[src/verilog/hist_pkg.sv]
////////////////////
// histogram readout shared definitions.
// channel count, burst structure and word types.
////////////////////

package hist_pkg;

    ////////////////////
    // readout structure

    localparam int NUM_CHN        = 4;  // histogram channels behind one mux.
    localparam int BURSTS_PER_CHN = 4;  // bursts per channel readout, power of two.

    ////////////////////
    // data words

    localparam int HIST_W = 32;         // bin count width.

    typedef logic [HIST_W-1:0] hist_word_t;  // one bin count.
    typedef logic [1:0]        chn_idx_t;    // channel number.

endpackage

[src/verilog/hist_readout_mux.sv]
////////////////////
// histogram readout multiplexer.
// fixed priority pick, burst counting, grant routing, registered data.
////////////////////
`timescale 1ns/100ps

module hist_readout_mux (
    input  logic                             mclk,
    input  logic                             rst_n,
    input  logic                             en,
    input  logic [hist_pkg::NUM_CHN-1:0]     rq_ch,
    input  logic [hist_pkg::NUM_CHN-1:0]     dav_ch,
    input  hist_pkg::hist_word_t             din_0,
    input  hist_pkg::hist_word_t             din_1,
    input  hist_pkg::hist_word_t             din_2,
    input  hist_pkg::hist_word_t             din_3,
    input  logic                             grant,
    output logic [hist_pkg::NUM_CHN-1:0]     grant_ch,
    output logic                             rq,
    output hist_pkg::chn_idx_t               chn,
    output logic                             dv,
    output hist_pkg::hist_word_t             dout
);

    import hist_pkg::*;

    localparam logic [2:0] BURST_LOAD = 3'(8 - BURSTS_PER_CHN);  // counts up to wrap.

    logic [NUM_CHN-1:0][2:0] burst_cnt;   // zero when channel idle.
    hist_word_t              din_arr [NUM_CHN];
    logic                    pri_vld;
    chn_idx_t                pri_idx;
    logic                    enc_vld;     // registered priority encode.
    chn_idx_t                enc_idx;
    logic                    busy_w;
    logic                    busy_r;
    logic                    started;
    logic                    start;
    chn_idx_t                mux_sel;
    logic [NUM_CHN-1:0]      sel_oh;
    logic                    dav_sel;
    hist_word_t              din_sel;
    logic                    rq_sel;
    logic                    burst_done;
    logic                    dv_r;
    hist_word_t              dout_r;
    logic                    rq_r;

    ////////////////////
    // selection

    assign din_arr[0] = din_0;
    assign din_arr[1] = din_1;
    assign din_arr[2] = din_2;
    assign din_arr[3] = din_3;

    always_comb begin
        pri_vld = 1'b0;
        pri_idx = '0;
        for (int i = NUM_CHN - 1; i >= 0; i--) begin
            if (rq_ch[i]) begin
                pri_vld = 1'b1;            // lowest index wins.
                pri_idx = chn_idx_t'(i);
            end
        end
    end

    always_comb begin
        busy_w = 1'b0;
        for (int i = 0; i < NUM_CHN; i++) begin
            busy_w = busy_w | (burst_cnt[i] != 3'd0);
        end
    end

    assign start      = en && enc_vld && !busy_r && !started;
    assign sel_oh     = NUM_CHN'(1) << mux_sel;
    assign dav_sel    = dav_ch[mux_sel];
    assign din_sel    = din_arr[mux_sel];
    assign rq_sel     = rq_ch[mux_sel];
    assign burst_done = dv_r && !dav_sel;  // falling edge of selected dav.

    ////////////////////
    // control

    always_ff @(posedge mclk or negedge rst_n) begin
        if (!rst_n) begin
            enc_vld   <= 1'b0;
            enc_idx   <= '0;
            busy_r    <= 1'b0;
            started   <= 1'b0;
            mux_sel   <= '0;
            burst_cnt <= '0;
            grant_ch  <= '0;
            rq_r      <= 1'b0;
            dv_r      <= 1'b0;
        end else begin
            enc_vld <= pri_vld;
            enc_idx <= pri_idx;
            busy_r  <= busy_w;
            dv_r    <= dav_sel;
            if (!en || busy_r) begin
                started <= 1'b0;
            end else if (enc_vld) begin
                started <= 1'b1;
            end
            if (start) begin
                mux_sel <= enc_idx;
            end
            if (!en) begin
                burst_cnt <= '0;
                grant_ch  <= '0;
                rq_r      <= 1'b0;
            end else begin
                for (int i = 0; i < NUM_CHN; i++) begin
                    if (start && (enc_idx == chn_idx_t'(i))) begin
                        burst_cnt[i] <= BURST_LOAD;
                    end else if (burst_done && sel_oh[i]) begin
                        burst_cnt[i] <= burst_cnt[i] + 3'd1;  // 7 wraps to idle.
                    end
                end
                grant_ch <= {NUM_CHN{grant && rq_r}} & sel_oh;
                if (started) begin
                    rq_r <= 1'b1;
                end else if (rq_r) begin
                    rq_r <= rq_sel;        // follow the channel once up.
                end
            end
        end
    end

    always_ff @(posedge mclk) begin
        dout_r <= din_sel;
    end

    assign rq   = rq_r;
    assign chn  = mux_sel;
    assign dv   = dv_r;
    assign dout = dout_r;

    ////////////////////
    // checks

    a_grant_onehot: assert property (@(posedge mclk) disable iff (!rst_n)
        $onehot0(grant_ch) && ((grant_ch & ~rq_ch) == '0))
        else $error("grant routed to more than one or a non-requesting channel");

    a_dv_when_busy: assert property (@(posedge mclk) disable iff (!rst_n)
        $rose(dv_r) |-> busy_w)
        else $error("dv rose with no burst counter active");

endmodule

[config.mk]
export PLATFORM = sky130hd
export DESIGN_NAME = hist_readout_mux
export DESIGN_NICKNAME = d
export VERILOG_FILES = /design/src/verilog/hist_pkg.sv /design/src/verilog/hist_readout_mux.sv
export SDC_FILE = /design/constraint.sdc
export NUM_CORES = 1
export LEC_CHECK = 0
export ABC_AREA = 1
export BUFFER_PORTS_ARGS = -buffer_cell sky130_fd_sc_hd__buf_4
export CORE_MARGIN = 2
export CORE_UTILIZATION = 42
export DETAILED_ROUTE_END_ITERATION = 16
export GPL_ROUTABILITY_DRIVEN = 0
export PLACE_DENSITY = 0.8
export SLEW_MARGIN = 25
export SYNTH_ARGS = -nofsm -noshare
export SYNTH_HDL_FRONTEND = slang
export SYNTH_SLANG_ARGS = --single-unit
[constraint.sdc]
create_clock -name mclk -period 1.36 [get_ports mclk]
set_input_delay 0.136 -clock mclk [delete_from_list [all_inputs] [get_ports mclk]]
set_output_delay 0.136 -clock mclk [all_outputs]
set_load 0.01 [all_outputs]
Yosys cells after proc, flatten, opt, wreduce, memory -nomap -nowiden
Cells that the tools add are included.
- bitwise operators: 5
- multiplexer cells: 30
- $add $sub $neg: 4
- eq/ne operators: 7
- reductions and logical operators: 24
- shift operators: 1
- $lt $le $gt $ge: 2
- operators by type and width (kind ; number):
    binary-select mux 32 bit (select 2 bit) ; 1
    two-way mux 32 bit ; 2
    two-way mux 3 bit ; 8
    logical AND 1 bit ; 13
    adder 3 x 1 -> 3 bit (second input constant) ; 4
    two-way mux 12 bit ; 1
    != test 3 x 1 -> 1 bit (second input constant) ; 4
    nonzero test 3 bit ; 4
    two-way mux 1 bit ; 11
    two-way mux 2 bit ; 4
    bitwise AND 4 bit ; 1
    binary-select mux 1 bit (select 2 bit) ; 2
    == test 2 bit (second input constant) ; 2
    logical NOT 1 bit ; 4
    two-way mux 4 bit ; 1
    left shift 1 x 2 -> 4 bit (first input constant) ; 1
    greater-or-equal comparator 3 bit (second input constant) ; 1
    < comparator 2 x 3 -> 1 bit (second input constant) ; 1
    NOT 2 -> 3 bit ; 1
    OR 1 bit ; 3
    == test 2 x 1 -> 1 bit (second input constant) ; 1
    logical NOT 2 bit ; 1
    nonzero test 2 bit ; 1
    logical OR 1 bit ; 1
- flip-flop bits (word level): 57
- input bits: 140
- output and inout bits: 40
- logic and storage cells: 86

Depth between registers and ports, before layout
- word-level depth: 8
- gate-level depth with buffers: 9
- depth with buffers taken out: 9

Worst setup path after synthesis
No wires, ideal clock.
- kind: reg-to-reg
- start point: reg mux_sel[1], in the netlist chn[1]
- end point: reg burst_cnt[5] (netlist bit)
- buffers on the path: 1
- setup time: 0.116 ns
- clock period less this slack: 1.258 ns
- path slack: 0.102 ns
- stages on the path, launching flop included: 10
- data required time: 1.244 ns
- arrival time: 1.142 ns
- path through: dfrtp_1 > buf_4 > nor2_4 > nand2_1 > nand2_1 > nor2_4 > nand3_2 > nand2_2 > nand2_1 > nand2_1
- longest elaborated chain between the ends: 6
- elaborated cells between the ends (all ways): 7
- those cells by class: eq/ne (1); shift (1); mux (2); reduce/logical (3)
- RTL lines (what ; line ; source):
    start, declared ; hist_readout_mux.sv:39 ; chn_idx_t mux_sel;
    start signal, assigned ; hist_readout_mux.sv:107 ; mux_sel <= enc_idx;
    binary-select mux 1 bit (select 2 bit) ; hist_readout_mux.sv:77 ; assign dav_sel = dav_ch[mux_sel];
    two-way mux 1 bit (not written as such) ; hist_readout_mux.sv:77 ;
    logical NOT 1 bit ; hist_readout_mux.sv:80 ; assign burst_done = dv_r && !dav_sel;
    logical AND 1 bit ; hist_readout_mux.sv:80 ;
    logical AND 1 bit * ; hist_readout_mux.sv:117 ; end else if (burst_done && sel_oh[i]) begin
    != test 3 x 1 -> 1 bit (no line) * ; -- ;
    end signal, assigned by index ; hist_readout_mux.sv:118 ; burst_cnt[i] <= burst_cnt[i] + 3'd1;
    end, declared ; hist_readout_mux.sv:29 ; logic [NUM_CHN-1:0][2:0] burst_cnt;
Mark *: on every way between the ends. The rest lies on a longest branch, timed or not. The select of a mux whose other input is x is not followed.
A chain may end at the register's enable or synchronous reset.

Worst setup path after layout
- start point: reg mux_sel[0], in the netlist chn[0]
- end point: reg burst_cnt[4] (netlist bit)
The elaborated chain is that of the path after synthesis.

==> metrics.txt <==
layout cell share with drive strength beyond 1 0.446; drc violations 0; Max Clk Rate around 0.75 GHz; Pre-antenna DRT Iters 5; post-synthesis sequential area ratio 0.459; hold crit path type in -> reg; wl on met1 about 4000 um; Tot GR Track Use 0.286; Peak VDD IR 1.08 mV; post-synthesis area per instance 8.29 um2; Max-Cap Viols 0; Max Slew Vio Count 0; skew final around 0.011 ns; Inserted Diodes 0; Clk Latency, worst-skew pair ~0.34 ns; row count 29; via count ~3.3k; Die X about 85 um; Yosys Warn Count 0; initial antenna violation count 0; area delta synth->final 74.1%; count of final hold-check violations 0; Setup CP Type reg -> reg; RSZ-0062 raised after global routing true; WL met2 around 5300 um; htree depth 3; Final setup viols 0; DR top layer met4; worst slew pin tran approximately 0.4 ns; grt total ovfl 0; largest net degree at the start of global routing 26; Int Power roughly 5500 uW; final critical-path required period around 1.3 ns; syn_nets 481; CP endpoint kind flip-flop; most frequent cells in the layout 189 x buf_4, 90 x nand2_1, 42 x a22oi_1; clk sinks 57; Sw Share 0.391; area leader, netlist dfxtp_1; DIE AREA between 7000 and 8000 um2; Synth top area share 0.232; Yosys cell types 24; net switching power figure 3550 uW; # IOs 180; crit path launch type flip-flop; Cells after DPL ~590; Filler Cells Inserted about 430; WL met3 approximately 900 um; Clock Power Share 0.172; Cell Pwr Density 1890 nW/um2; outcome finished clean; Die Y between 80 and 90 um; final worst-path cycle share 0.984; first-pass GRT wire length ~16,000 um; design area 4810 um2; Worst-path clk slew around 0.07 ns; 1st-iter DRT viols ~230; FF+latch area approximately 1300 um2; # nets final about 700; Post-Synthesis Cells approximately 330; Critical Path AT roughly 1.6 ns; clk buf depth 2; Leak Pwr roughly 0.0025 uW; Routed Wire Length approximately 11,000 um; DP HPWL between 7000 and 8000 um; Multi-input gate area roughly 1400 um2; synthesized flop and latch total 57; vias in the first global route ~3.3k; Root Buffer clkbuf_8; input/output buffers 179; CTS tree done; per-cell routed wire length 16.8 um; Syn Std Cell Area between 2000 and 3000 um2; headroom to the max-slew limit 0.736; Initial Util 0.435; remaining antenna violation count 0; Synth area leaders dfxtp_1 23%, dfrtp_1 23%, a22oi_1 15%, nand2_1 13%, nand3_1 5.6%; combinational share of power 0.521; core area ~6300 um2; Crit Path Max Fanout 4; commonest non-fill, non-tap cell in the layout buf_4; Area after DPL about 4200 um2; via-per-instance ratio between 5 and 6; Worst Path Required 1.59 ns; final std cells w/o fill 629; Flop pwr share 0.307; number of buffers created by CTS 9
==> sequential cells by signal, indices dropped and copies added (netlist names) <==
register   cells
dout          32
burst_cnt     12
grant_ch       4
chn            2
enc_idx        2
busy_r         1
dv             1
enc_vld        1
rq             1
started        1
==> power by group through the flow <==
stage | logic (uW) | registers [uW] | clock network (uW)
after global placement | 4230 | 2780 | 0
after floorplan | 2170 | 2960 | 0
after CTS | 4480 | 2770 | 1580
final | 4720 | 2780 | 1560
after detailed placement | 4320 | 2790 | 0
after global routing | 5150 | 2840 | 1660
==> layout make-up <==
class,instances,area share
Tap cell,77,0.0200
Clock buffer,13,0.0375
Inverter,25,0.0206
Timing Repair Buffer,218,0.364
Clock inverter,3,0.00416
Multi-Input combinational cell,236,0.290
Sequential cell,57,0.264
==> cells in the mapped netlist <==
library cell  instances
nand2_2               4
nor2_2                3
a22oi_1              55
and2_1                1
inv_2                 4
inv_1                19
xnor2_1               4
clkinv_1              1
nand4_1               2
nor2_4                2
nand3_1              31
o21ai_0               2
nand2_1              92
nor2_1               17
nand3_2               3
ha_1                  8
dfrtp_1              25
buf_6                 1
buf_2                 6
dfxtp_1              32
buf_4                 8
inv_4                 1
nor3_1                6
a21oi_1               6
==> what timing repair did <==
item	CTS	global route
pin swaps	2	3
gates resized for setup	4	20
setup buffers	2	1
hold buffers	20	4
setup endpoints to repair	11	25
endpoints found under the hold margin	42	4
==> logic make-up (layout without fill, tap and decap cells) <==
group | count (synthesis) | after routing | synth area share
DFF | 57 | 57 | 0.459
and+or+nand+nor | 161 | 161 | 0.257
buffers and inverters | 40 | 259 | 0.0716
xor gates and xnor gates | 4 | 4 | 0.0127
AOI/OAI and AO/OA | 63 | 63 | 0.164
adders and majority gates | 8 | 8 | 0.0362
==> worst max-delay path, stage by stage (launching register included) <==
cell and delay (ns):
dfrtp_2 0.43, buf_12 0.14, nor2_4 0.14, nand2_2 0.09
nand2_2 0.09, nor2_4 0.06, nand3_2 0.09, nand2_2 0.08
nand2_1 0.07, nand2_1 0.05
==> metrics by stage <==
stage | hold WS (ns) | TNS [ns] | power (uW) | setup slack, ns | util
floorplan | -0.160 | 0 | 5130 | 0.102 | -
global placement | 0.0534 | 0 | 7010 | 0.0197 | 0.667
detailed placement | 0.0555 | -0.409 | 7110 | -0.0643 | 0.667
CTS | 0.000674 | 0 | 8820 | 0.0205 | 0.735
global route | 0.00502 | -0.310 | 9650 | -0.0495 | 0.757
finish | 0.00647 | 0 | 9070 | 0.0217 | 0.757
==> worst paths after layout <==
kind / from / endpoint / slack, ns / cells after the start
min reg2reg: started$_DFFE_PN0P_ / rq$_DFF_PN0_ / 0.52 / 2
max in group asynchronous: rst_n / chn[0]$_DFFE_PN0P_ / 0.86 / 2
min in group asynchronous: rst_n / busy_r$_DFF_PN0_ / 0.23 / 2
max reg2reg: chn[0]$_DFFE_PN0P_ / burst_cnt[4]$_DFFE_PN0P_ / 0.02 / 9
max: chn[0]$_DFFE_PN0P_ / burst_cnt[4]$_DFFE_PN0P_ / 0.02 / 9
min: din_2[29] / dout[29]$_DFF_P_ / 0.006 / 3
==> metal layers <==
metal,track usage,vias up
li1,-,1566
met1,0.327,1529
met2,0.485,181
met3,0.0768,29
met4,0.153,0
met5,0,-
No activity file was read; power rests on OpenSTA's default activity.
